File: src/cam_consts.svh
`ifndef CAM_CONSTS_SVH
`define CAM_CONSTS_SVH

// sensor addressing
`define CAM_I2C_ADDR      8'h6C     // 7-bit address in write form
`define CAM_ID_REG        16'h300B  // chip-ID register
`define CAM_ID_EXPECTED   8'h88     // ID that allows configuration

// script layout
`define SCRIPT_DELAY_MARK 8'hAA     // devAddr value of a delay entry
`define SCRIPT_LEN        10        // entries in the script
`define DELAY_UNIT        4         // ticks per delay count

// bus timing in CLK_400K ticks
`define XFER_GAP          3         // idle ticks between transfers
`define SCL_PHASES        4         // ticks per SCL bit

`endif

File: src/i2cBusPkg.sv
package i2cBusPkg;

	// transfer kinds the engine knows
	typedef enum logic [1:0] {
		XFER_PTR_WRITE  = 2'd0,  // addr + 16-bit register pointer
		XFER_BYTE_WRITE = 2'd1,  // addr + pointer + one data byte
		XFER_BYTE_READ  = 2'd2   // addr with read bit + one byte in
	} xferKind;

	// 16-bit sensor register address
	typedef logic [15:0] regAddr_t;

	// one byte on the bus
	typedef logic [7:0] byte_t;

endpackage

File: src/camScriptPkg.sv
package camScriptPkg;

	// one script line, delay entries carry the count in data
	typedef struct packed {
		i2cBusPkg::byte_t    devAddr;
		i2cBusPkg::regAddr_t regAddr;
		i2cBusPkg::byte_t    data;
	} scriptEntry;

	// controller FSM states
	typedef enum logic [3:0] {
		CFG_ID_PTR, CFG_ID_PTR_WAIT, CFG_ID_GAP,
		CFG_ID_READ, CFG_ID_READ_WAIT, CFG_ID_CHECK,
		CFG_FETCH, CFG_DECODE, CFG_WR_WAIT, CFG_WR_GAP,
		CFG_DELAY, CFG_NEXT, CFG_RELEASED
	} cfgState;

	// index into the script
	typedef logic [3:0] entryIdx_t;

endpackage

File: src/sensorScriptRom.sv
`timescale 1ns/10ps
`include "cam_consts.svh"

module sensorScriptRom (
	input  logic CLK_400K,
	input  camScriptPkg::entryIdx_t entryIdx,
	output camScriptPkg::scriptEntry entry
);

	// devAddr, register, data
	always_ff @(posedge CLK_400K) begin
		case (entryIdx)
			4'd0: entry <= {`CAM_I2C_ADDR, 16'h0103, 8'h01};       // software reset
			4'd1: entry <= {`SCRIPT_DELAY_MARK, 16'h0000, 8'd10};  // settle after reset
			4'd2: entry <= {`CAM_I2C_ADDR, 16'h0100, 8'h00};       // standby
			4'd3: entry <= {`CAM_I2C_ADDR, 16'h0302, 8'd24};       // pll1 multiplier
			4'd4: entry <= {`CAM_I2C_ADDR, 16'h0304, 8'd3};        // pll1 mipi divider
			4'd5: entry <= {`CAM_I2C_ADDR, 16'h3808, 8'h02};       // x size high
			4'd6: entry <= {`CAM_I2C_ADDR, 16'h3809, 8'h80};       // x size low
			4'd7: entry <= {`CAM_I2C_ADDR, 16'h380A, 8'h01};       // y size high
			4'd8: entry <= {`SCRIPT_DELAY_MARK, 16'h0000, 8'd6};
			4'd9: entry <= {`CAM_I2C_ADDR, 16'h0100, 8'h01};       // wake up, streaming
			default: entry <= '0;
		endcase
	end

endmodule

File: config.mk
export PLATFORM = sky130hd
export DESIGN_NAME = sensorScriptRom
export DESIGN_NICKNAME = d
export VERILOG_FILES = /design/src/i2cBusPkg.sv /design/src/camScriptPkg.sv /design/src/sensorScriptRom.sv
export VERILOG_INCLUDE_DIRS = /design/src /design/src/src
export SDC_FILE = /design/constraint.sdc
export NUM_CORES = 1
export LEC_CHECK = 0
export BUFFER_PORTS_ARGS = -buffer_cell sky130_fd_sc_hd__buf_4
export CORE_UTILIZATION = 45
export CTS_BUF_LIST = sky130_fd_sc_hd__clkbuf_8
export CTS_CLUSTER_SIZE = 20
export DETAILED_ROUTE_END_ITERATION = 7
export PLACE_DENSITY_LB_ADDON = 0.15
export SKIP_LAST_GASP = 1
export SLEW_MARGIN = 20
export SYNTH_ARGS = -nofsm -noshare
export SYNTH_HDL_FRONTEND = slang
export SYNTH_SLANG_ARGS = --single-unit
File: constraint.sdc
create_clock -name CLK_400K -period 0.93 [get_ports CLK_400K]
set_input_delay 0.0465 -clock CLK_400K [delete_from_list [all_inputs] [get_ports CLK_400K]]
set_output_delay 0.0465 -clock CLK_400K [all_outputs]
set_load 0.02 [all_outputs]
Word level (Yosys, flattened, before mapping):

Memory sizes are Yosys's and may differ from the RTL's. A register that Yosys moved wholly into a read port is not among the register bits.
Cells that the tools add are included.

* bits of input ports: 5
* logic and storage cells: 4
* register bits after elaboration: 32
* bits in read-only memories: 336
* memories: 1
* output and inout port bits: 32

Memories
* (name not given): words 16, width 21, rd ports 1, clocked after memory_dff 1, write ports 0, line sensorScriptRom.sv:12 `case (entryIdx)`

Longest topological paths before layout:

Gate-level depths: netlist of run 1.

* depth in word-level cells: 0
* mapped depth: 5
* depth with buffers taken out: 5

Worst setup path after synthesis of run 1:

OpenSTA, ideal clock, no wires.

* path kind: input port to flip-flop
* start point: input port entryIdx[0]
* end point: register entry[1] (netlist name)
* library setup time: 114 ps
* slack: 189 ps
* required time: 816 ps
* buffers on the path: 0
* arrival time: 627 ps
* stages on the path: 5
* cells stage by stage: inv_1 -> ha_1 -> nand2_1 -> a21oi_1 -> a21o_1

RTL lines
* from (decl): line sensorScriptRom.sv:6 `input camScriptPkg::entryIdx_t entryIdx,`

==> flow_summary.ini, run 1 <==
[placed_design]
dp_hpwl_um = 754
dp_cells = 104
place_area_sq_um = 822
portBuffers = 25
place_congestion = 0.790
pre_cts_ws_ns = -0.0338

[timing]
rsz0062_at_grt = no
timing.hold.ws_ns = 0.0212
max_freq_mhz = 1240
finalCritPeriodShare = 0.868
layout_setup_ws_ns = 0.123
drv_slew = 0
hold_viol_final = 0
setup_viol = 0
period_needed_ns = 0.807
tns_ns = 0

[power_and_ir_drop]
power.total_mw = 1.49
power_density_nw_per_um2 = 1720
leakage_nw = 0.458
vdd.ir_drop.worst_mv = 1.04

[synth]
netlist_instances = 71
synth_compound_area_frac = 0.0741
synth_cell_type_count = 23
yosysWarnings = 0
synthMuxAreaShare = 0.0423
ys.flop_type = dfxtp_1
ys_top_cells_by_count = buf_4 (18), dfxtp_1 (15), ha_1 (6), nor2_1 (6)
synth_adder_area_share = 0.106
yosys.area.top_type = dfxtp_1
synthSimpleGateAreaFrac = 0.132
yosysMostFrequentCell = buf_4
yosysSeqAreaShare = 0.423
synth_xor_area_frac = 0
synth_top_family_by_area = buffers and inverters
synth.ff_latch_count = 15
synthTopCellsByArea = dfxtp_1 (42%), buf_4 (19%), ha_1 (11%)
synth_edf_count = 0
synth_area_sq_um = 709
synthArstFlopShare = 0
synth_top_area_frac = 0.423
avgSynthCellArea_sq_um = 9.99

[routing]
drc = 0
wirelength_um = 992
drt_iter0_markers = 3
via_per_inst = 4.26
wl_per_cell_um = 9.19
vias = 460
first_pass_iters = 3
ant_nets = 0

[floorplanning]
die_w_um = 41.7
die-area_sq_um = 1740
core_area_sq_um = 1380
die_h_um = 41.7
rows = 13
initial_core_util = 0.513
io_pins = 37

[setup_path]
crit_slowest_cell = dfxtp_1
start_kind = flip-flop
crit_path_end_kind = output pin
path_buf_inv = 1
critPathKind = flip-flop to output pin
path_cells = buf_4
crit_path_max_incr_delay_ns = 0.36
critPathTopFamily = flip-flops
crit_required_ns = 0.88
worstPathArrival_ns = 0.76
path_max_fanout = 4

[clock_network]
cts.repair_timing.setup_buffer_count = 0
ctsHoldBuffers = 0
cts_made_buffers = 3
cts_tree = built
clkSinkCount = 15
clock_path_buffers = 2
path_clk_slew_ns = 0.06
htree_levels = 1
cts_root_buf = clkbuf_8
cts-resized-gates = 0

[grt]
grt_pass1_wl_um = 1550
grt-ovfl-total = 0
grt_use_total = 0.113
grt_max_degree = 16
grt_pass1_vias = 386
grt_antenna_before_repair = 0

[finish]
largest_reg_flops = 15
drive_gt1_frac = 0.366
utilization = 0.628
num_antenna_cells = 0
nNetsFinal = 105
top_register = entry
n_fill_cell = 120
fin_area_sq_um = 868
area_delta_synth_final_pct = 22.4
reg_top3 = entry x15
fin_cells = 108

[outcome]
status = finished clean

[min_path]
hold_class = primary input to flip-flop

[run]
maxCapViolations = 0
[where the power goes]
| group | leakage (nW) | switching, mW | internal, mW |
|---|---|---|---|
| registers | 0.124 | 0.0124 | 0.678 |
| clock network | 0.0255 | 0.209 | 0.295 |
| logic | 0.309 | 0.180 | 0.115 |
[layout by cell type, fill, tap and decap left out]
cell type  count
inv_1          2
nand2b_1       1
nor2_1         6
and2_4         1
nor3_1         1
and2_1         1
nor2b_4        1
o21ai_0        1
o21bai_1       1
nor2b_1        2
ha_1           6
o22ai_1        1
mux2i_1        3
nand2_1        3
clkinv_2       1
clkbuf_8       3
a21o_1         1
dfxtp_1       15
o21ai_2        1
o21a_1         1
nor3b_1        1
a21oi_1        2
buf_4         27
conb_1        11
[cell families after synthesis]
family	count (synthesis)
muxes	3
AOI/OAI and AO/OA	8
other	1
DFF	15
buffers and inverters	21
and+or+nand+nor	17
adders and majority gates	6
[worst paths after layout]
check,slack [ns],end,startpoint,cells after the start
max,0.12,entry[20],entry[21],1
min,0.02,entry[29],entryIdx[1],2
[routing by layer]
metal | up-vias | global-route usage | routed length [um]
met5 | - | 0 | 0
met4 | 0 | 0.0387 | 0
met3 | 0 | 0.0391 | 77
met2 | 25 | 0.175 | 457
met1 | 195 | 0.146 | 457
li1 | 240 | - | -
[cell type report]
class	instances	area, sq um	area share
clock inverter	1	5.00	0.00576
multi-input combinational	45	293	0.337
clock buffer	3	41.3	0.0476
sequential	15	300	0.346
timing repair buffer	27	203	0.233
inverter	2	7.51	0.00865
tap	15	18.8	0.0216
No activity file was read; power rests on OpenSTA's default activity.
==> run 2: changes to the inputs <==
- CORE_ASPECT_RATIO: not set -> 1.2
==> run 2 against run 1 <==
Against the previous run:
- total power about the same
- via count increased by 6.3%
- combinational power increased by 3%
- cell count increased by 3.7%
- wire length increased by 11%
- sequential share of layout area decreased by 0.64 points
- first-iteration DRC count increased by 130%
- critical path depth unchanged
==> flow_summary.ini, run 2 (synthesis gave the netlist of run 1 again) <==
[routing]
vias = 489
wirelength_um = 1100
first_pass_iters = 2
drc = 0
via_per_inst = 4.37
ant_nets = 0
drt_iter0_markers = 7
wl_per_cell_um = 9.82

[floorplanning]
die_h_um = 45.5
rows = 15
die-area_sq_um = 1740
die_w_um = 38.2
core_area_sq_um = 1450
io_pins = 37
initial_core_util = 0.491

[placed_design]
dp_hpwl_um = 853
pre_cts_ws_ns = -0.0385
portBuffers = 25
place_area_sq_um = 840
dp_cells = 108
place_congestion = 0.824

[min_path]
hold_class = primary input to flip-flop
whs_endpoint = entry[3]
hold_start = entryIdx[2]
min_delay_path_depth = 2

[setup_path]
start_kind = flip-flop
cp-startpoint = entry[21]
crit_path_end_kind = output pin
path_cells = buf_4
path_buf_inv = 1
critPathTopFamily = flip-flops
critPathKind = flip-flop to output pin
crit_slowest_cell = dfxtp_1
crit_required_ns = 0.88
crit_path_max_incr_delay_ns = 0.36
path_max_fanout = 4
worstPathArrival_ns = 0.76

[clock_network]
htree_levels = 1
cts_made_buffers = 3
cts-resized-gates = 0
cts_tree = built
clkSinkCount = 15
path_clk_slew_ns = 0.06
ctsHoldBuffers = 0
cts.repair_timing.setup_buffer_count = 0
clock_path_buffers = 2
cts_root_buf = clkbuf_8

[finish]
final_common_cell = buf_4
nNetsFinal = 107
fin_cells = 112
drive_gt1_frac = 0.368
area_delta_synth_final_pct = 24.7
final_cell_mix = buf_4 (29), dfxtp_1 (15), conb_1 (11)
fin_area_sq_um = 885
top_register = entry
largest_reg_flops = 15
num_antenna_cells = 0
reg_top3 = entry x15
n_fill_cell = 138
utilization = 0.612

[power_and_ir_drop]
p_sw_frac = 0.268
leakage_nw = 0.469
vdd.ir_drop.worst_mv = 0.932
power.total_mw = 1.49
pwr-share-comb = 0.203
power_switching_mw = 0.400
seqPwrFrac = 0.463
clockPowerShare = 0.334
intPower_mw = 1.09
power_density_nw_per_um2 = 1680

[timing]
layout_setup_ws_ns = 0.119
rsz0062_at_grt = no
setup_viol = 0
drv_slew = 0
tns_ns = 0
period_needed_ns = 0.811
max_freq_mhz = 1230
finalCritPeriodShare = 0.872
hold_viol_final = 0
timing.hold.ws_ns = 0.0298

[grt]
grt_max_degree = 15
grt_antenna_before_repair = 0
grt_pass1_wl_um = 1610
grt_use_total = 0.144
grt_pass1_vias = 374
grt-ovfl-total = 0

[run]
maxCapViolations = 0

[outcome]
status = finished clean
==> run 2: how the worst max path moves through the flow <==
stage                           end  slack [ns]  cells past startpoint
final                     entry[19]        0.12                      1
after global routing      entry[11]        0.08                      1
after CTS                 entry[19]        0.10                      1
after detailed placement   entry[1]       -0.04                      6
after global placement     entry[1]        0.04                      6
after floorplan            entry[1]        0.19                      5
==> run 2: final cells by class <==
type	count	area, sq um	share of cell area
clock buffer	3	41.3	0.0467
clock inverter	1	3.75	0.00424
inverter	2	7.51	0.00849
multi-input combinational	45	293	0.331
sequential	15	300	0.339
tap	17	21.3	0.0240
timing repair buffer	29	218	0.246
==> run 2: power by group through the flow <==
stage	Clock [mW]	Sequential [mW]	Combinational [mW]
6_report	0.497	0.690	0.303
5_1_grt	0.547	0.693	0.328
4_1_cts	0.517	0.691	0.305
3_5_place_dp	0	0.705	0.304
3_3_place_gp	0	0.703	0.301
2_1_floorplan	0	0.749	0.196
==> run 2: per-layer routing <==
| metal | vias to the layer above | track usage | wire (um) |
|---|---|---|---|
| met2 | 23 | 0.217 | 559 |
| met5 | - | 0 | 0 |
| met3 | 5 | 0.0294 | 70 |
| li1 | 245 | - | - |
| met4 | 0 | 0.150 | 42 |
| met1 | 216 | 0.158 | 427 |
