--- config.mk ---
export PLATFORM = sky130hd
export DESIGN_NAME = camConfigCtrl_flat
export DESIGN_NICKNAME = d
export VERILOG_FILES = /design/src/i2cBusPkg.sv /design/src/camScriptPkg.sv /design/src/i2cXferIf.sv /design/src/camConfigCtrl.sv /design/src/flat_wrapper.sv
export VERILOG_INCLUDE_DIRS = /design/src /design/src/src
export SDC_FILE = /design/constraint.sdc
export NUM_CORES = 1
export LEC_CHECK = 0
export ABC_AREA = 1
export BUFFER_PORTS_ARGS = -buffer_cell sky130_fd_sc_hd__buf_2
export CAP_MARGIN = 5
export CORE_AREA = 2 2 86 88
export DETAILED_ROUTE_END_ITERATION = 12
export DIE_AREA = 0 0 88 90
export MAX_ROUTING_LAYER = met4
export PLACE_DENSITY = 0.79
export SLEW_MARGIN = 20
export SYNTH_ARGS = -nofsm -noshare
export SYNTH_HDL_FRONTEND = slang
export SYNTH_SLANG_ARGS = --single-unit
export TNS_END_PERCENT = 10
--- constraint.sdc ---
create_clock -name CLK_400K -period 2.25 [get_ports CLK_400K]
set_input_delay 0.225 -clock CLK_400K [delete_from_list [all_inputs] [get_ports CLK_400K]]
set_output_delay 0.225 -clock CLK_400K [all_outputs]
set_load 0.1 [all_outputs]
--- src/cam_consts.svh ---
`ifndef CAM_CONSTS_SVH
`define CAM_CONSTS_SVH

// sensor addressing
`define CAM_I2C_ADDR      8'h6C     // 7-bit address in write form
`define CAM_ID_REG        16'h300B  // chip-ID register
`define CAM_ID_EXPECTED   8'h88     // ID that allows configuration

// script layout
`define SCRIPT_DELAY_MARK 8'hAA     // devAddr value of a delay entry
`define SCRIPT_LEN        10        // entries in the script
`define DELAY_UNIT        4         // ticks per delay count

// bus timing in CLK_400K ticks
`define XFER_GAP          3         // idle ticks between transfers
`define SCL_PHASES        4         // ticks per SCL bit

`endif

--- src/i2cBusPkg.sv ---
package i2cBusPkg;

	// transfer kinds the engine knows
	typedef enum logic [1:0] {
		XFER_PTR_WRITE  = 2'd0,  // addr + 16-bit register pointer
		XFER_BYTE_WRITE = 2'd1,  // addr + pointer + one data byte
		XFER_BYTE_READ  = 2'd2   // addr with read bit + one byte in
	} xferKind;

	// 16-bit sensor register address
	typedef logic [15:0] regAddr_t;

	// one byte on the bus
	typedef logic [7:0] byte_t;

endpackage

--- src/camScriptPkg.sv ---
package camScriptPkg;

	// one script line, delay entries carry the count in data
	typedef struct packed {
		i2cBusPkg::byte_t    devAddr;
		i2cBusPkg::regAddr_t regAddr;
		i2cBusPkg::byte_t    data;
	} scriptEntry;

	// controller FSM states
	typedef enum logic [3:0] {
		CFG_ID_PTR, CFG_ID_PTR_WAIT, CFG_ID_GAP,
		CFG_ID_READ, CFG_ID_READ_WAIT, CFG_ID_CHECK,
		CFG_FETCH, CFG_DECODE, CFG_WR_WAIT, CFG_WR_GAP,
		CFG_DELAY, CFG_NEXT, CFG_RELEASED
	} cfgState;

	// index into the script
	typedef logic [3:0] entryIdx_t;

endpackage

--- src/i2cXferIf.sv ---
`timescale 1ns/10ps

interface i2cXferIf;
	logic                start;    // one-tick request pulse
	i2cBusPkg::xferKind  kind;
	i2cBusPkg::byte_t    devAddr;  // write-form slave address
	i2cBusPkg::regAddr_t regAddr;
	i2cBusPkg::byte_t    wrData;
	logic                busy;     // engine holds a transfer
	logic                done;     // one-tick end pulse
	i2cBusPkg::byte_t    rdData;   // valid with done

	modport ctrl (output start, kind, devAddr, regAddr, wrData,
		input busy, done, rdData);

	modport engine (input start, kind, devAddr, regAddr, wrData,
		output busy, done, rdData);

endinterface

--- src/camConfigCtrl.sv ---
`timescale 1ns/10ps
`include "cam_consts.svh"

module camConfigCtrl (
	input  logic CLK_400K,
	input  logic RESET_N,
	i2cXferIf.ctrl xfer,
	output camScriptPkg::entryIdx_t entryIdx,
	input  camScriptPkg::scriptEntry entry,
	output i2cBusPkg::byte_t idByte,
	output logic cameraReleased
);
	camScriptPkg::cfgState state;
	logic [3:0] gapCnt;
	logic [11:0] dlyCnt;
	logic [11:0] dlyTarget;
	logic gapDone;
	logic lastEntry;

	assign gapDone = (gapCnt == 4'(`XFER_GAP - 1));
	assign dlyTarget = 12'(entry.data) * 12'(`DELAY_UNIT);   // ticks for this delay entry
	assign lastEntry = (entryIdx == camScriptPkg::entryIdx_t'(`SCRIPT_LEN - 1));

	always_ff @(posedge CLK_400K) begin
		if (!RESET_N) begin
			state <= camScriptPkg::CFG_ID_PTR;
			xfer.start <= 1'b0;
			entryIdx <= '0;
			gapCnt <= '0;
			dlyCnt <= '0;
			idByte <= '0;
			cameraReleased <= 1'b0;
		end else begin
			xfer.start <= 1'b0;
			case (state)
				camScriptPkg::CFG_ID_PTR: if (!xfer.busy) begin
					xfer.kind <= i2cBusPkg::XFER_PTR_WRITE;
					xfer.devAddr <= `CAM_I2C_ADDR;
					xfer.regAddr <= `CAM_ID_REG;
					xfer.start <= 1'b1;
					state <= camScriptPkg::CFG_ID_PTR_WAIT;
				end
				camScriptPkg::CFG_ID_PTR_WAIT: if (xfer.done) begin
					gapCnt <= '0;
					state <= camScriptPkg::CFG_ID_GAP;
				end
				camScriptPkg::CFG_ID_GAP: begin
					gapCnt <= gapCnt + 1'b1;
					if (gapDone)
						state <= camScriptPkg::CFG_ID_READ;
				end
				camScriptPkg::CFG_ID_READ: if (!xfer.busy) begin
					xfer.kind <= i2cBusPkg::XFER_BYTE_READ;  // pointer already set
					xfer.start <= 1'b1;
					state <= camScriptPkg::CFG_ID_READ_WAIT;
				end
				camScriptPkg::CFG_ID_READ_WAIT: if (xfer.done) begin
					idByte <= xfer.rdData;
					gapCnt <= '0;
					state <= camScriptPkg::CFG_ID_CHECK;
				end
				camScriptPkg::CFG_ID_CHECK: begin
					gapCnt <= gapCnt + 1'b1;
					if (gapDone)
						state <= (idByte == `CAM_ID_EXPECTED) ? camScriptPkg::CFG_FETCH
							: camScriptPkg::CFG_ID_PTR;  // wrong ID, read again
				end
				camScriptPkg::CFG_FETCH: state <= camScriptPkg::CFG_DECODE;  // ROM latency
				camScriptPkg::CFG_DECODE: begin
					if (entry.devAddr == `SCRIPT_DELAY_MARK) begin
						dlyCnt <= '0;
						state <= camScriptPkg::CFG_DELAY;
					end else if (!xfer.busy) begin
						xfer.kind <= i2cBusPkg::XFER_BYTE_WRITE;
						xfer.devAddr <= entry.devAddr;
						xfer.regAddr <= entry.regAddr;
						xfer.wrData <= entry.data;
						xfer.start <= 1'b1;
						state <= camScriptPkg::CFG_WR_WAIT;
					end
				end
				camScriptPkg::CFG_WR_WAIT: if (xfer.done) begin
					gapCnt <= '0;
					state <= camScriptPkg::CFG_WR_GAP;
				end
				camScriptPkg::CFG_WR_GAP: begin
					gapCnt <= gapCnt + 1'b1;
					if (gapDone)
						state <= camScriptPkg::CFG_NEXT;
				end
				camScriptPkg::CFG_DELAY: begin
					dlyCnt <= dlyCnt + 1'b1;
					if (dlyCnt == dlyTarget)
						state <= camScriptPkg::CFG_NEXT;
				end
				camScriptPkg::CFG_NEXT: begin
					if (lastEntry) begin
						state <= camScriptPkg::CFG_RELEASED;
					end else begin
						entryIdx <= entryIdx + 1'b1;
						state <= camScriptPkg::CFG_FETCH;
					end
				end
				camScriptPkg::CFG_RELEASED: cameraReleased <= 1'b1;  // held until reset
				default: state <= camScriptPkg::CFG_ID_PTR;
			endcase
		end
	end

endmodule

--- src/flat_wrapper.sv ---
// flat-port wrapper written by rule: the top's interface ports become plain ports
module camConfigCtrl_flat 
  (CLK_400K, RESET_N, entryIdx, entry, idByte, cameraReleased, xfer_start, xfer_kind, xfer_devAddr, xfer_regAddr, xfer_wrData, xfer_busy, xfer_done, xfer_rdData);
  i2cXferIf xfer_i ();
  input  logic CLK_400K;
  input  logic RESET_N;
  output camScriptPkg::entryIdx_t entryIdx;
  input  camScriptPkg::scriptEntry entry;
  output i2cBusPkg::byte_t idByte;
  output logic cameraReleased;
  output wire logic [$bits(xfer_i.start)-1:0] xfer_start;
  output wire logic [$bits(xfer_i.kind)-1:0] xfer_kind;
  output wire logic [$bits(xfer_i.devAddr)-1:0] xfer_devAddr;
  output wire logic [$bits(xfer_i.regAddr)-1:0] xfer_regAddr;
  output wire logic [$bits(xfer_i.wrData)-1:0] xfer_wrData;
  input wire logic [$bits(xfer_i.busy)-1:0] xfer_busy;
  input wire logic [$bits(xfer_i.done)-1:0] xfer_done;
  input wire logic [$bits(xfer_i.rdData)-1:0] xfer_rdData;
  assign xfer_start = xfer_i.start;
  assign xfer_kind = xfer_i.kind;
  assign xfer_devAddr = xfer_i.devAddr;
  assign xfer_regAddr = xfer_i.regAddr;
  assign xfer_wrData = xfer_i.wrData;
  assign xfer_i.busy = xfer_busy;
  assign xfer_i.done = xfer_done;
  assign xfer_i.rdData = xfer_rdData;
  camConfigCtrl u_core (.CLK_400K(CLK_400K), .RESET_N(RESET_N), .xfer(xfer_i), .entryIdx(entryIdx), .entry(entry), .idByte(idByte), .cameraReleased(cameraReleased));
endmodule
# Yosys cells after proc, flatten, opt, wreduce, memory -nomap -nowiden
# Cells that the tools add are included.
# classes
add_sub_neg	3
n_eq_ne	31
muxes	34
n_bitwise	4
reduce_logical	16
# op_table
operator	count
4-bit two-way mux	13
4-bit one-hot mux with 13 select lines	1
16-bit two-way mux	3
16-bit one-hot mux with 2 select lines	1
4-bit equality test, second input constant	6
8-bit two-way mux	3
12-bit one-hot mux with 2 select lines	1
4-bit by 3-bit equality test with 1-bit output, second input constant	4
8-bit equality test, second input constant	2
8-bit one-hot mux with 2 select lines	1
2-bit != test, second input constant	7
12-bit by 1-bit adder with 12-bit output, second input constant	1
12-bit by 10-bit equality test with 1-bit output	1
4-bit by 2-bit equality test with 1-bit output, second input constant	3
12-bit two-way mux	1
2-bit by 1-bit != test with 1-bit output, second input constant	6
11-bit AND reduction	1
4-bit by 1-bit adder with 4-bit output, second input constant	2
2-bit two-way mux	4
4-bit one-hot mux with 2 select lines	1
2-bit AND reduction	4
2-bit one-hot mux with 3 select lines	1
6-bit AND reduction	1
2-bit nonzero test	3
12 further kinds	17
# totals
register_bits	68
inputBits	44
output_inout_bits	48
wordCells	99

# Longest topological paths before layout
# depth
ltp_word	4
ltp_mapped	11
depth_no_buf	11

# Worst setup path before layout
# OpenSTA, ideal clock, no wires.
# synth_path
path_kind	register -> register
start	register u_core.state[3]
end	register u_core.xfer.devAddr[0] (enable)
setup_ps	405
arrival_ps	1882
required_ps	1845
slack_ps	-37
stages_incl_launch_ff	7
path_buffers	0
period_less_slack_ps	2287
path_cell_list	dfxtp_1 > inv_2 > nand2_1 > nor2_4 > nand3_4 > o21ai_0 > nor2_1
# synth_between
elab_chain_len	3
word_cells_on_any_way	7
classes_between	eq/ne: 4; reduce/logical: 3
# synth_lines
element	line_no	rtl
start: declaration	camConfigCtrl.sv:13	camScriptPkg::cfgState state;
start signal: assignment	camConfigCtrl.sv:26	state <= camScriptPkg::CFG_ID_PTR;
start signal: assignment	camConfigCtrl.sv:41	state <= camScriptPkg::CFG_ID_PTR_WAIT;
start signal: assignment	camConfigCtrl.sv:45	state <= camScriptPkg::CFG_ID_GAP;
4-bit by 3-bit equality test with 1-bit output / 4-bit logical NOT (equally long branches)	camConfigCtrl.sv:35	case (state)
2-bit != test (no line) / 2-bit nonzero test (equally long branches)	--	
5-bit AND reduction (no line) *	--	
end: declaration	i2cXferIf.sv:13	modport ctrl (output start, kind, devAddr, regAddr, wrData,
# Every way passes the cells marked *; elsewhere a longest branch is shown, timed or not.
# A chain may end at the register's enable or synchronous reset.

# Worst setup path in the final report
# layout_path
start	register u_core.state[3]
end	register u_core.xfer.regAddr[9] (enable)
# layout_between
elab_chain_len	3
word_cells_on_any_way	7
classes_between	eq/ne: 4; reduce/logical: 3
# layout_lines
element	line_no
4-bit by 3-bit equality test with 1-bit output / 4-bit logical NOT (equally long branches)	camConfigCtrl.sv:35
2-bit != test (no line) / 2-bit nonzero test (equally long branches)	--
5-bit AND reduction (no line) *	--
end: declaration	i2cXferIf.sv:13
# Marked as above.

==> key figures <==
Status
  – Status: finished, final reports clean

Worst setup path
  – Worst path arrival time: 1710 ps
  – Startpoint types: flop
  – CP Class: reg -> reg
  – CP Max Fanout: 24
  – CP Capture Type: flop
  – WP data required: about 2300 ps

Clocking
  – Clock Path Buffers: 2
  – # hold bufs at CTS: 0
  – Worst-path clk slew: 70 ps
  – TritonCTS clock tree: built
  – Root buf cell: clkbuf_8
  – Clk_lat worst skew: approximately 340 ps
  – Htree depth: 3
  – Setup bufs post-CTS: 0
  – Post-cts repair resize count: 0
  – CTS Buf Count: 9
  – Num Clock Sinks: 68

Die
  – Initial Utilization: 0.454
  – FP Rows: 31
  – Die ar.: just under 8000 um2
  – Boundary pin count: 92
  – Die Height: 90 um
  – Die W: between 80 and 90 um
  – Core area: between 7000 and 8000 um2

Route
  – Vias per inst: roughly 4.8
  – Initial DRC count: between 100 and 150
  – DR pass1 iterations: 4
  – DR vias: approximately 2800
  – Detail Route Antenna Nets: 0
  – Routed WL: roughly 6700 um
  – Drt wl/cell: 11.6 um
  – DRC viols: 0

Global routing
  – M3 GR Usage: 0.0459
  – GRT overflow: 0
  – Largest net degree at the start of global routing: 25
  – Initial antenna violation count: 0
  – Total GRT Usage: 0.173
  – Global-route wire length before repair: around 10000 um
  – Met1 Track Usage GR: 0.200
  – M2 GR Usage: 0.279
  – GRT busiest layer: met2
  – Number of global-route vias before repair: between 2000 and 2500

Timing
  – Max-slew headroom: 0.627
  – Final worst path period need: roughly 1700 ps
  – Final setup viols: 0
  – Clock Skews: a little over 8 ps
  – Worst Tran Pin Value: 559 ps
  – Final Hold Fails: 0
  – Max Clk Rate: 587 MHz
  – Fin crit share: 0.757
  – RSZ-0062 raised after global routing: false
  – Final slew viol count: 0
  – Accumulated negative setup slack: 0 ps

Logic synthesis
  – Synth top area share: 0.320
  – Cell count after synthesis: 375
  – Synthesized flop and latch total: 68
  – Syn_nets: around 430
  – Top cells by area, synth: edfxtp_1 32%, dfxtp_1 21%, nand2_1 8.1%
  – Post-synth cell types: 34
  – Seq/Total Area, Yosys: 0.534
  – Yosys synthesis warning count: 0
  – Synthesized cell area: about 3200 um2
  – Dominant cell type by area after synthesis: edfxtp_1
  – Syn avg cell area: roughly 8.5 um2

Finish
  – Seq. cell area: 1700 um2
  – Post-layout util: 0.560
  – Fraction of layout cells with a size suffix above 1: 0.283
  – Nets: approximately 530
  – Diode count: 0
  – Layout area overhead: 23.4%
  – Multi-input logic area: 1240 um2
  – Filler cells: 650

Placed design
  – Gpl congestion: 0.936
  – Port bufs: just over 90
  – Hpwl dp: a little over 5000 um

Power and ir drop
  – Power density over the cells: around 960 nW/um2
  – Pleak: approximately 1.7 nW
  – Worst VDD drop: 0.000446 V

Run
  – Max-cap violation count: 0

Worst hold path
  – Worst Hold Class: in -> reg
## cell families after synthesis
| family | Yosys count | share of synthesized area |
|---|---|---|
| simple gates | 169 | 0.245 |
| buf+inv | 64 | 0.0773 |
| fa+ha+maj | 6 | 0.0236 |
| xor+xnor | 8 | 0.0220 |
| compound gates | 60 | 0.0982 |
| flops | 68 | 0.534 |
## cells in the final DEF, fill, tap and decap left out, drive strengths merged, types with 4 or more instances in the layout
| cell | netlist | layout |
|---|---|---|
| dfxtp | 34 | 34 |
| a21oi | 33 | 33 |
| clkbuf | 3 | 12 |
| xnor2 | 4 | 4 |
| nand3 | 24 | 24 |
| o21ai | 24 | 24 |
| ha | 6 | 6 |
| xor2 | 4 | 4 |
| nand2 | 74 | 74 |
| nand4 | 4 | 4 |
| or2 | 8 | 8 |
| buf | 3 | 95 |
| edfxtp | 34 | 34 |
| clkinv | 1 | 4 |
| nor2 | 55 | 55 |
| inv | 57 | 57 |
## synth_stat cells, drive strengths merged
library cell and instances:
nand3 24, nand3b 1, clkbuf 3, o21ai 24, nor2 55, dfxtp 34
o211ai 1, inv 57, or2 8, edfxtp 34, o21bai 1, ha 6
nand4 4, xnor2 4, nand2 74, a221oi 1, buf 3, a21oi 33
nor3 3, clkinv 1, xor2 4
## layer usage
layer | vias to the layer above | routed length, um
li1 | 1418 | -
met1 | 1213 | 2890
met2 | 115 | 3180
met3 | 11 | 529
met4 | 0 | 110
met5 | - | 0
## worst max-delay path, stage by stage (launching register included)
cell	delay, ps
dfxtp_1	450
inv_2	70
nand2_1	150
nor2_4	80
nand3_4	130
o21ai_0	110
nor2_2	90
buf_4	300
## stage by stage
step | setup WS [ps] | hold slack (ps) | total power [mW] | instances | cell area [um2]
after floorplan | 235 | 324 | 2.71 | 375 | 3190
after global placement | 598 | 430 | 2.94 | 563 | 3770
after detailed placement | 545 | 432 | 2.96 | 563 | 3770
final | 547 | 91.0 | 3.77 | 579 | 3930
after CTS | 535 | 75.4 | 3.79 | 579 | 3930
after global routing | 401 | 74.7 | 3.97 | 579 | 3930
## state kept, by name, summed over array words and instances, names as in the netlist, 2 cells and up
signal and count:
u_core.dlyCnt 12, u_core.entryIdx 4, u_core.gapCnt 4, u_core.idByte 8, u_core.state 4, u_core.xfer.devAddr 8, u_core.xfer.kind 2, u_core.xfer.regAddr 16
u_core.xfer.wrData 8
## cell type report
cell class,count,area share
sequential,68,0.433
multi-input combinational,243,0.316
timing repair buffer,95,0.123
inverter,58,0.0554
clock buffer,12,0.0344
tap,99,0.0315
clock inverter,4,0.00668
## worst paths after layout
check	from	end	slack, ps	cells after the start
min reg2reg	u_core.idByte[7]	u_core.idByte[7]	460	2
min	entry[4]	u_core.xfer.wrData[4]	90	1
max	u_core.state[3]	u_core.xfer.regAddr[9]	550	7
max reg2reg	u_core.state[3]	u_core.xfer.regAddr[9]	550	7
## where the power goes
group	internal (mW)	total (mW)	leakage, nW	switching, mW
Sequential	1.43	1.53	0.571	0.0905
Clock	0.399	0.834	0.0803	0.435
Combinational	0.333	1.41	1.06	1.07
Total	2.17	3.77	1.71	1.60
No activity file was read; power rests on OpenSTA's default activity.
