[src/cam_consts.svh]
`ifndef CAM_CONSTS_SVH
`define CAM_CONSTS_SVH

// sensor addressing
`define CAM_I2C_ADDR      8'h6C     // 7-bit address in write form
`define CAM_ID_REG        16'h300B  // chip-ID register
`define CAM_ID_EXPECTED   8'h88     // ID that allows configuration

// script layout
`define SCRIPT_DELAY_MARK 8'hAA     // devAddr value of a delay entry
`define SCRIPT_LEN        10        // entries in the script
`define DELAY_UNIT        4         // ticks per delay count

// bus timing in CLK_400K ticks
`define XFER_GAP          3         // idle ticks between transfers
`define SCL_PHASES        4         // ticks per SCL bit

`endif

[src/i2cBusPkg.sv]
package i2cBusPkg;

	// transfer kinds the engine knows
	typedef enum logic [1:0] {
		XFER_PTR_WRITE  = 2'd0,  // addr + 16-bit register pointer
		XFER_BYTE_WRITE = 2'd1,  // addr + pointer + one data byte
		XFER_BYTE_READ  = 2'd2   // addr with read bit + one byte in
	} xferKind;

	// 16-bit sensor register address
	typedef logic [15:0] regAddr_t;

	// one byte on the bus
	typedef logic [7:0] byte_t;

endpackage

[src/i2cXferIf.sv]
`timescale 1ns/10ps

interface i2cXferIf;
	logic                start;    // one-tick request pulse
	i2cBusPkg::xferKind  kind;
	i2cBusPkg::byte_t    devAddr;  // write-form slave address
	i2cBusPkg::regAddr_t regAddr;
	i2cBusPkg::byte_t    wrData;
	logic                busy;     // engine holds a transfer
	logic                done;     // one-tick end pulse
	i2cBusPkg::byte_t    rdData;   // valid with done

	modport ctrl (output start, kind, devAddr, regAddr, wrData,
		input busy, done, rdData);

	modport engine (input start, kind, devAddr, regAddr, wrData,
		output busy, done, rdData);

endinterface

[src/i2cMasterEngine.sv]
`timescale 1ns/10ps
`include "cam_consts.svh"

module i2cMasterEngine (
	input  logic CLK_400K,
	input  logic RESET_N,
	i2cXferIf.engine xfer,
	input  logic sdaIn,
	output logic sclOut,
	output logic sdaOut
);
	localparam int PH_W = $clog2(`SCL_PHASES);
	localparam logic [PH_W-1:0] PH_MID = PH_W'(`SCL_PHASES / 2);
	localparam logic [PH_W-1:0] PH_LAST = PH_W'(`SCL_PHASES - 1);

	typedef enum logic [1:0] {E_IDLE, E_START, E_BYTE, E_STOP} engState_t;

	engState_t state;
	logic [PH_W-1:0] ph;           // tick within a bit
	logic [3:0] bitCnt;            // 0..7 data, 8 ack slot
	logic [1:0] byteCnt;
	logic [1:0] lastIdx;
	logic isRead;
	logic rxSlot;                  // byte clocked in from the slave
	logic slotSda;
	i2cBusPkg::byte_t txByte;
	i2cBusPkg::byte_t rxShift;

	assign isRead = (xfer.kind == i2cBusPkg::XFER_BYTE_READ);
	assign rxSlot = isRead && (byteCnt == 2'd1);
	assign xfer.busy = (state != E_IDLE);

	always_comb begin
		case (byteCnt)
			2'd0: txByte = {xfer.devAddr[7:1], isRead};
			2'd1: txByte = xfer.regAddr[15:8];
			2'd2: txByte = xfer.regAddr[7:0];
			default: txByte = xfer.wrData;
		endcase
	end

	// bytes per transfer minus one
	always_comb begin
		case (xfer.kind)
			i2cBusPkg::XFER_PTR_WRITE: lastIdx = 2'd2;
			i2cBusPkg::XFER_BYTE_WRITE: lastIdx = 2'd3;
			default: lastIdx = 2'd1;
		endcase
	end

	// ack slots and the read byte leave SDA released, NACK on the read
	assign slotSda = (bitCnt == 4'd8 || rxSlot) ? 1'b1 : txByte[3'd7 - bitCnt[2:0]];

	always_ff @(posedge CLK_400K) begin
		if (!RESET_N) begin
			state <= E_IDLE;
			ph <= '0;
			bitCnt <= '0;
			byteCnt <= '0;
			sclOut <= 1'b1;
			sdaOut <= 1'b1;
			xfer.done <= 1'b0;
		end else begin
			xfer.done <= 1'b0;
			case (state)
				E_IDLE: begin
					sclOut <= 1'b1;
					sdaOut <= 1'b1;
					if (xfer.start) begin
						state <= E_START;
						ph <= '0;
						bitCnt <= '0;
						byteCnt <= '0;
					end
				end
				E_START: begin
					sclOut <= (ph != PH_LAST);
					sdaOut <= (ph < PH_MID);       // SDA falls while SCL high
					ph <= (ph == PH_LAST) ? '0 : ph + 1'b1;
					if (ph == PH_LAST)
						state <= E_BYTE;
				end
				E_BYTE: begin
					sclOut <= (ph != '0) && (ph != PH_LAST);
					sdaOut <= slotSda;
					if (ph == PH_MID && bitCnt < 4'd8)
						rxShift <= {rxShift[6:0], sdaIn};  // MSB first
					ph <= (ph == PH_LAST) ? '0 : ph + 1'b1;
					if (ph == PH_LAST) begin
						if (bitCnt == 4'd8) begin
							bitCnt <= '0;
							byteCnt <= byteCnt + 1'b1;
							if (byteCnt == lastIdx)
								state <= E_STOP;
						end else begin
							bitCnt <= bitCnt + 1'b1;
						end
					end
				end
				E_STOP: begin
					sclOut <= (ph != '0);
					sdaOut <= (ph >= PH_MID);      // SDA rises while SCL high
					ph <= (ph == PH_LAST) ? '0 : ph + 1'b1;
					if (ph == PH_LAST) begin
						state <= E_IDLE;
						xfer.done <= 1'b1;
						xfer.rdData <= rxShift;
					end
				end
				default: state <= E_IDLE;
			endcase
		end
	end

endmodule

[src/flat_wrapper.sv]
// flat-port wrapper written by rule: the top's interface ports become plain ports
module i2cMasterEngine_flat 
  (CLK_400K, RESET_N, sdaIn, sclOut, sdaOut, xfer_start, xfer_kind, xfer_devAddr, xfer_regAddr, xfer_wrData, xfer_busy, xfer_done, xfer_rdData);
  i2cXferIf xfer_i ();
  input  logic CLK_400K;
  input  logic RESET_N;
  input  logic sdaIn;
  output logic sclOut;
  output logic sdaOut;
  input wire logic [$bits(xfer_i.start)-1:0] xfer_start;
  input wire logic [$bits(xfer_i.kind)-1:0] xfer_kind;
  input wire logic [$bits(xfer_i.devAddr)-1:0] xfer_devAddr;
  input wire logic [$bits(xfer_i.regAddr)-1:0] xfer_regAddr;
  input wire logic [$bits(xfer_i.wrData)-1:0] xfer_wrData;
  output wire logic [$bits(xfer_i.busy)-1:0] xfer_busy;
  output wire logic [$bits(xfer_i.done)-1:0] xfer_done;
  output wire logic [$bits(xfer_i.rdData)-1:0] xfer_rdData;
  assign xfer_i.start = xfer_start;
  assign xfer_i.kind = xfer_kind;
  assign xfer_i.devAddr = xfer_devAddr;
  assign xfer_i.regAddr = xfer_regAddr;
  assign xfer_i.wrData = xfer_wrData;
  assign xfer_busy = xfer_i.busy;
  assign xfer_done = xfer_i.done;
  assign xfer_rdData = xfer_i.rdData;
  i2cMasterEngine u_core (.CLK_400K(CLK_400K), .RESET_N(RESET_N), .xfer(xfer_i), .sdaIn(sdaIn), .sclOut(sclOut), .sdaOut(sdaOut));
endmodule
[config.mk]
export PLATFORM = sky130hd
export DESIGN_NAME = i2cMasterEngine_flat
export DESIGN_NICKNAME = d
export VERILOG_FILES = /design/src/i2cBusPkg.sv /design/src/i2cXferIf.sv /design/src/i2cMasterEngine.sv /design/src/flat_wrapper.sv
export VERILOG_INCLUDE_DIRS = /design/src /design/src/src
export SDC_FILE = /design/constraint.sdc
export NUM_CORES = 1
export LEC_CHECK = 0
export BUFFER_PORTS_ARGS = -buffer_cell sky130_fd_sc_hd__buf_4
export CELL_PAD_IN_SITES_DETAIL_PLACEMENT = 2
export CELL_PAD_IN_SITES_GLOBAL_PLACEMENT = 2
export CORE_ASPECT_RATIO = 0.8
export CORE_MARGIN = 1
export CORE_UTILIZATION = 31
export CTS_CLUSTER_SIZE = 8
export DETAILED_ROUTE_END_ITERATION = 8
export GPL_ROUTABILITY_DRIVEN = 0
export PLACE_DENSITY_LB_ADDON = 0.1
export SLEW_MARGIN = 20
export SYNTH_ARGS = -nofsm -noshare
export SYNTH_HDL_FRONTEND = slang
export SYNTH_SLANG_ARGS = --single-unit
[constraint.sdc]
create_clock -name CLK_400K -period 2.6 [get_ports CLK_400K]
set_input_delay 0.26 -clock CLK_400K [delete_from_list [all_inputs] [get_ports CLK_400K]]
set_output_delay 0.26 -clock CLK_400K [all_outputs]
set_load 0.02 [all_outputs]
Word level (Yosys, flattened, before mapping)
Cells that the tools add are included.
{"block": "classes", "add_sub_neg": 4, "muxes": 25, "n_lt_le_gt_ge": 4, "n_eq_ne": 18, "reduce_logical": 17}
{"op": "case mux 8 bit (3 select lines)", "n": 1}
{"op": "2-to-1 mux 2 bit", "n": 10}
{"op": "== test 2 bit (second input constant)", "n": 6}
{"op": "2-to-1 mux 4 bit", "n": 3}
{"op": "case mux 2 bit (2 select lines)", "n": 3}
{"op": "!= test 2 x 1 -> 1 bit (second input constant)", "n": 5}
{"op": "AND reduction 3 bit", "n": 3}
{"op": "case mux 1 bit (4 select lines)", "n": 2}
{"op": "case mux 2 bit (4 select lines)", "n": 1}
{"op": "case mux 4 bit (2 select lines)", "n": 1}
{"op": "== test 2 x 1 -> 1 bit (second input constant)", "n": 3}
{"op": "zero test 2 bit", "n": 3}
{"op": "AND reduction 6 bit", "n": 1}
{"op": "nonzero test 2 bit", "n": 3}
{"op": "adder 2 x 1 -> 2 bit (second input constant)", "n": 2}
{"op": "adder 4 x 1 -> 4 bit (second input constant)", "n": 1}
{"op": "== test 4 bit (second input constant)", "n": 1}
{"op": "less-than comparator 3 x 4 -> 1 bit (second input constant)", "n": 1}
{"op": "less-than comparator 4 bit (second input constant)", "n": 1}
{"op": "!= test 2 bit (second input constant)", "n": 2}
{"op": "AND reduction 4 bit", "n": 1}
{"op": "binary-select mux 1 bit (select 3 bit)", "n": 1}
{"op": "logical AND 1 bit", "n": 3}
{"op": "2-to-1 mux 1 bit", "n": 3}
{"op": "7 further kinds", "n": 7}
{"block": "totals", "out_inout_bits": 12, "elab_cells": 77, "register_bits": 29, "in_bits": 38}

Longest topological paths before layout
{"block": "depth", "word_depth": 7, "ltp_mapped": 8, "depth_no_buf": 7}

Least setup slack after synthesis
No wires, ideal clock.
{"block": "synth_timing", "path_kind": "reg2reg", "from": "register u_core.state[0]", "to": "register u_core.rxShift[0] (enable)", "setup_time_ns": 0.383, "path_stages_with_launch": 6, "required_ns": 2.217, "n_path_buf": 1, "arrival_time_ns": 1.671, "slack_ns": 0.546, "path_cell_list": "dfxtp_1 > inv_1 > ha_1 > buf_1 > inv_1 > nor3_1"}
{"block": "synth_between", "elab_chain_cells": 2}
{"element": "start, declared", "line_no": "i2cMasterEngine.sv:18", "source": "engState_t state;"}
{"element": "start signal, assigned", "line_no": "i2cMasterEngine.sv:56", "source": "state <= E_IDLE;"}
{"element": "start signal, assigned", "line_no": "i2cMasterEngine.sv:70", "source": "state <= E_START;"}
{"element": "start signal, assigned", "line_no": "i2cMasterEngine.sv:81", "source": "state <= E_BYTE;"}
{"element": "== test 2 bit", "line_no": "i2cMasterEngine.sv:65", "source": "case (state)"}
{"element": "AND reduction 3 bit (no source line)"}
{"element": "end signal, assigned", "line_no": "i2cMasterEngine.sv:87", "source": "rxShift <= {rxShift[6:0], sdaIn};"}
{"element": "end, declared", "line_no": "i2cMasterEngine.sv:27", "source": "i2cBusPkg::byte_t rxShift;"}
Every way passes these cells.
A chain may end at the register's enable or synchronous reset.

Final worst setup path
{"block": "layout_timing", "from": "register u_core.state[0]", "to": "register u_core.bitCnt[3]"}
{"block": "layout_between", "elab_chain_cells": 3}
{"element": "== test 2 bit / zero test 2 bit (equally long branches)", "line_no": "i2cMasterEngine.sv:65"}
{"element": "!= test 2 x 1 -> 1 bit (no source line), or another cell as far along"}
{"element": "AND reduction 3 bit (no source line)"}
{"element": "end signal, assigned", "line_no": "i2cMasterEngine.sv:96", "source": "bitCnt <= bitCnt + 1'b1;"}
{"element": "end, declared", "line_no": "i2cMasterEngine.sv:20", "source": "logic [3:0] bitCnt;"}
Parallel ways exist; a longest one is shown, timed or not.

==> qor.log <==
qor: sta.setup_viol 0
qor: grt.antenna_violations_before_repair 0
qor: power_and_ir_drop.power.sequential.fraction 36.1%
qor: floorplanning.die_height 66.7 µm
qor: synthesis.yosys_register_bits 29
qor: placed_design.hpwl 3700 µm
qor: cts.cts_setup_buffers 0
qor: critical_path.timing.critical_path.cells inv_1 -> ha_1 -> mux2i_1 -> or2_0 -> o41ai_1 -> and2_1
qor: power_and_ir_drop.power_switching_share 38.1%
qor: detailed_routing.finalWirelength 4620 µm
qor: synthesis.ys.warnings.count 0
qor: detailed_routing.detailedRoute.firstPassIterationCount 5
qor: synthesis.synthesis.nets 207
qor: detailed_routing.drt-vias-per-instance 5.19
qor: critical_path.start_kind flip-flop
qor: power_and_ir_drop.cellInternalPower 966 µW
qor: cts.worst_skew_pair.late_latency 0.28 ns
qor: power_and_ir_drop.comb_power_share 41.0%
qor: power_and_ir_drop.power_per_cell_area 736 nW/µm²
qor: final_layout.utilization_after_layout 42.4%
qor: sta.slew_at_the_pin_with_the_worst_max_slew_slack 0.569 ns
qor: synthesis.seq_area_frac_synth 45.7%
qor: power_and_ir_drop.switching_power 596 µW
qor: grt.maximum_number_of_pins_on_one_net_before_global_route_repair 16
qor: final_layout.post-route-cell-area 2120 µm²
qor: final_layout.drive_gt1_share 29.6%
qor: floorplanning.starting_density_of_the_core 32.4%
qor: sta.relative_slew_slack 62.0%
qor: critical_path.path_buf_inv 1
qor: critical_path.critical_path_required 2.82 ns
qor: sta.final_period_minus_worst_setup_slack 2.08 ns
qor: power_and_ir_drop.leakagePower 0.000829 µW
qor: synthesis.count_of_unique_library_cells_instantiated_by_yosys 45
qor: sta.clock.fmax 480 MHz
qor: detailed_routing.route.detailed.wl_per_inst 17.3 µm
qor: final_layout.antenna-diode-count 0
qor: sta.min_period_over_period 80.2%
qor: critical_path.slowest_delay 0.48 ns
qor: grt.first_global_vias 1,531
qor: sta.fin_hold_ws 0.159 ns
qor: final_layout.syn_to_layout_area_delta 30.9%
qor: floorplanning.die_area 5530 µm²
qor: sta.clock-skew-final 0.00307 ns
qor: cts.clk_transition_reported_paths 0.06 ns
qor: cts.post_cts_resized 0
qor: worst_hold_path.min-delay-path-class in -> reg
qor: sta.finalHoldViolations 0
qor: cts.cts.hold.buffers_added 0
qor: placed_design.detailed_place.area 2040 µm²
qor: sta.totalNegativeSetupSlack 0 ns
qor: placed_design.buffer_ports.inserted 48
qor: floorplanning.num_io_pins 50
qor: grt.total_overflow_reported_by_the_global_router 0
qor: critical_path.cp_class reg -> reg
qor: cts.clock_sinks 29
qor: floorplanning.core_region_area 5010 µm²
qor: cts.cts_tree done
qor: synthesis.syn_area_per_cell 10.4 µm²
qor: detailed_routing.ant_nets 0
qor: critical_path.critical_path.max_fanout 12
qor: detailed_routing.first_iter_violations 58
qor: final_layout.nets 256
qor: sta.final-max-slew-violation-count 0
qor: cts.clock_tree.htree_level_count 2
qor: power_and_ir_drop.clockPowerShare 23.0%
qor: synthesis.netlist_instances 156
qor: power_and_ir_drop.power.ir.vdd_worst 0.375 mV
qor: cts.cts-root-buf clkbuf_8
qor: critical_path.crit_arrival 2.31 ns
qor: grt.grtUsageTotal 17.8%
qor: floorplanning.rows 23
qor: status.run_status complete, no violations
qor: critical_path.worst_path_max_delay_cell ha_1
qor: synthesis.synth_edf_count 16
qor: cts.numCtsBuffers 5
qor: critical_path.critPathTopFamily simple AND/OR/NAND/NOR gates
qor: synthesis.postSynth.asyncResetShare 0%
qor: flow_run.max-cap-violations 0
qor: detailed_routing.route.vias.total 1,392
qor: floorplanning.chipWidth 82.9 µm
qor: grt.grt_pass1_wl 7610 µm
qor: synthesis.synthesis.area 1620 µm²
qor: detailed_routing.post-route-drc-count 0
qor: critical_path.worst_setup_path_end_kind flip-flop
qor: sta.grt_setup_unrepaired false
qor: cts.max-clock-path-buffers 2
qor: synthesis.synth_ff_type edfxtp_1
layer usage:
metal | vias up | GRT usage (%) | part of all wire [%]
li1 | 683 | - | -
met4 | 0 | 3.88 | 0.50
met5 | - | 0 | 0
met2 | 22 | 31.1 | 49
met3 | 5 | 3.84 | 3.4
met1 | 682 | 22.7 | 47
state kept, by name (all words and copies together) (netlist names):
signal	flops
u_core.sclOut	1
u_core.byteCnt	2
u_core.bitCnt	4
u_core.ph	2
u_core.sdaOut	1
u_core.rxShift	8
u_core.xfer.rdData	8
u_core.xfer.done	1
u_core.state	2
area by class of cell:
cell class,count,area [µm²]
well taps,62,77.6
flip-flops and latches,29,741
clock buffers,5,68.8
fillers,562,2880
clock inverters,3,17.5
repair buffers,50,375
multi-input cells,107,798
inverters,12,45.0
stage by stage:
step	setup slack [ns]	total power, µW	cells
after floorplan	0.546	1010	156
after global placement	0.628	1180	260
after detailed placement	0.516	1220	260
after CTS	0.503	1580	268
after global routing	0.253	1670	268
final	0.515	1560	268
synth_stat cells, types with 2 or more instances:
library cell / number / area [µm²]
a211oi_1: 2 / 15.0
a21boi_0: 3 / 22.5
a21oi_1: 9 / 45.0
a222oi_1: 5 / 50.1
a22oi_1: 2 / 15.0
and2_1: 2 / 12.5
and3_1: 2 / 12.5
clkbuf_1: 6 / 22.5
dfxtp_1: 13 / 260
edfxtp_1: 16 / 480
ha_1: 13 / 163
inv_1: 11 / 41.3
mux2i_1: 3 / 30.0
nand2_1: 7 / 26.3
nand3_1: 2 / 10.0
nand3b_1: 2 / 15.0
nand4_1: 4 / 25.0
nor2_1: 5 / 18.8
nor2b_1: 10 / 62.6
nor3_1: 5 / 25.0
nor3b_1: 2 / 15.0
nor4_1: 4 / 25.0
o2111a_1: 2 / 22.5
o21ai_0: 5 / 25.0
cell usage in the layout, fill, tap and decap left out, types with 2 or more instances in the layout:
master,count
a211oi_1,2
a21boi_0,3
a21oi_1,9
a222oi_1,5
a22oi_1,2
and2_1,2
and3_1,2
buf_4,50
clkbuf_8,5
clkinv_2,2
dfxtp_1,13
edfxtp_1,16
ha_1,13
inv_1,11
mux2i_1,3
nand2_1,7
nand3_1,2
nand3b_1,2
nand4_1,4
nor2_1,5
nor2b_1,10
nor3_1,5
nor3b_1,2
nor4_1,4
o2111a_1,2
o21ai_0,5
kinds of logic after synthesis:
family | after synthesis | share of synthesized area (%)
buf+inv | 20 | 5.09
mux | 3 | 1.85
simple gates | 50 | 18.3
compound gates | 40 | 18.5
flops | 29 | 45.7
fa+ha+maj | 13 | 10.0
xor+xnor | 1 | 0.540
worst register-to-register path: stages, from the launching register on:
cell	delay, ns
dfxtp_1	0.34
inv_1	0.11
ha_1	0.48
mux2i_1	0.16
or2_0	0.37
o41ai_1	0.40
and2_1	0.17
path summary, 6_finish.rpt:
check                    startpoint               endpoint  slack (ns)  depth (start not counted)
setup / recovery    u_core.state[0]       u_core.bitCnt[3]        0.52                          6
setup reg to reg    u_core.state[0]       u_core.bitCnt[3]        0.52                          6
hold / removal                sdaIn      u_core.rxShift[0]        0.16                          1
hold reg to reg   u_core.rxShift[7]  u_core.xfer.rdData[7]        0.43                          0
power groups by stage:
| stage | registers (µW) | logic (µW) | clock network (µW) |
|---|---|---|---|
| finish | 564 | 640 | 359 |
| CTS | 565 | 647 | 372 |
| floorplan | 571 | 436 | 0 |
| detailed placement | 575 | 646 | 0 |
| global route | 573 | 716 | 385 |
| global placement | 571 | 610 | 0 |
Note: power is estimated with default switching activity, not from simulation.
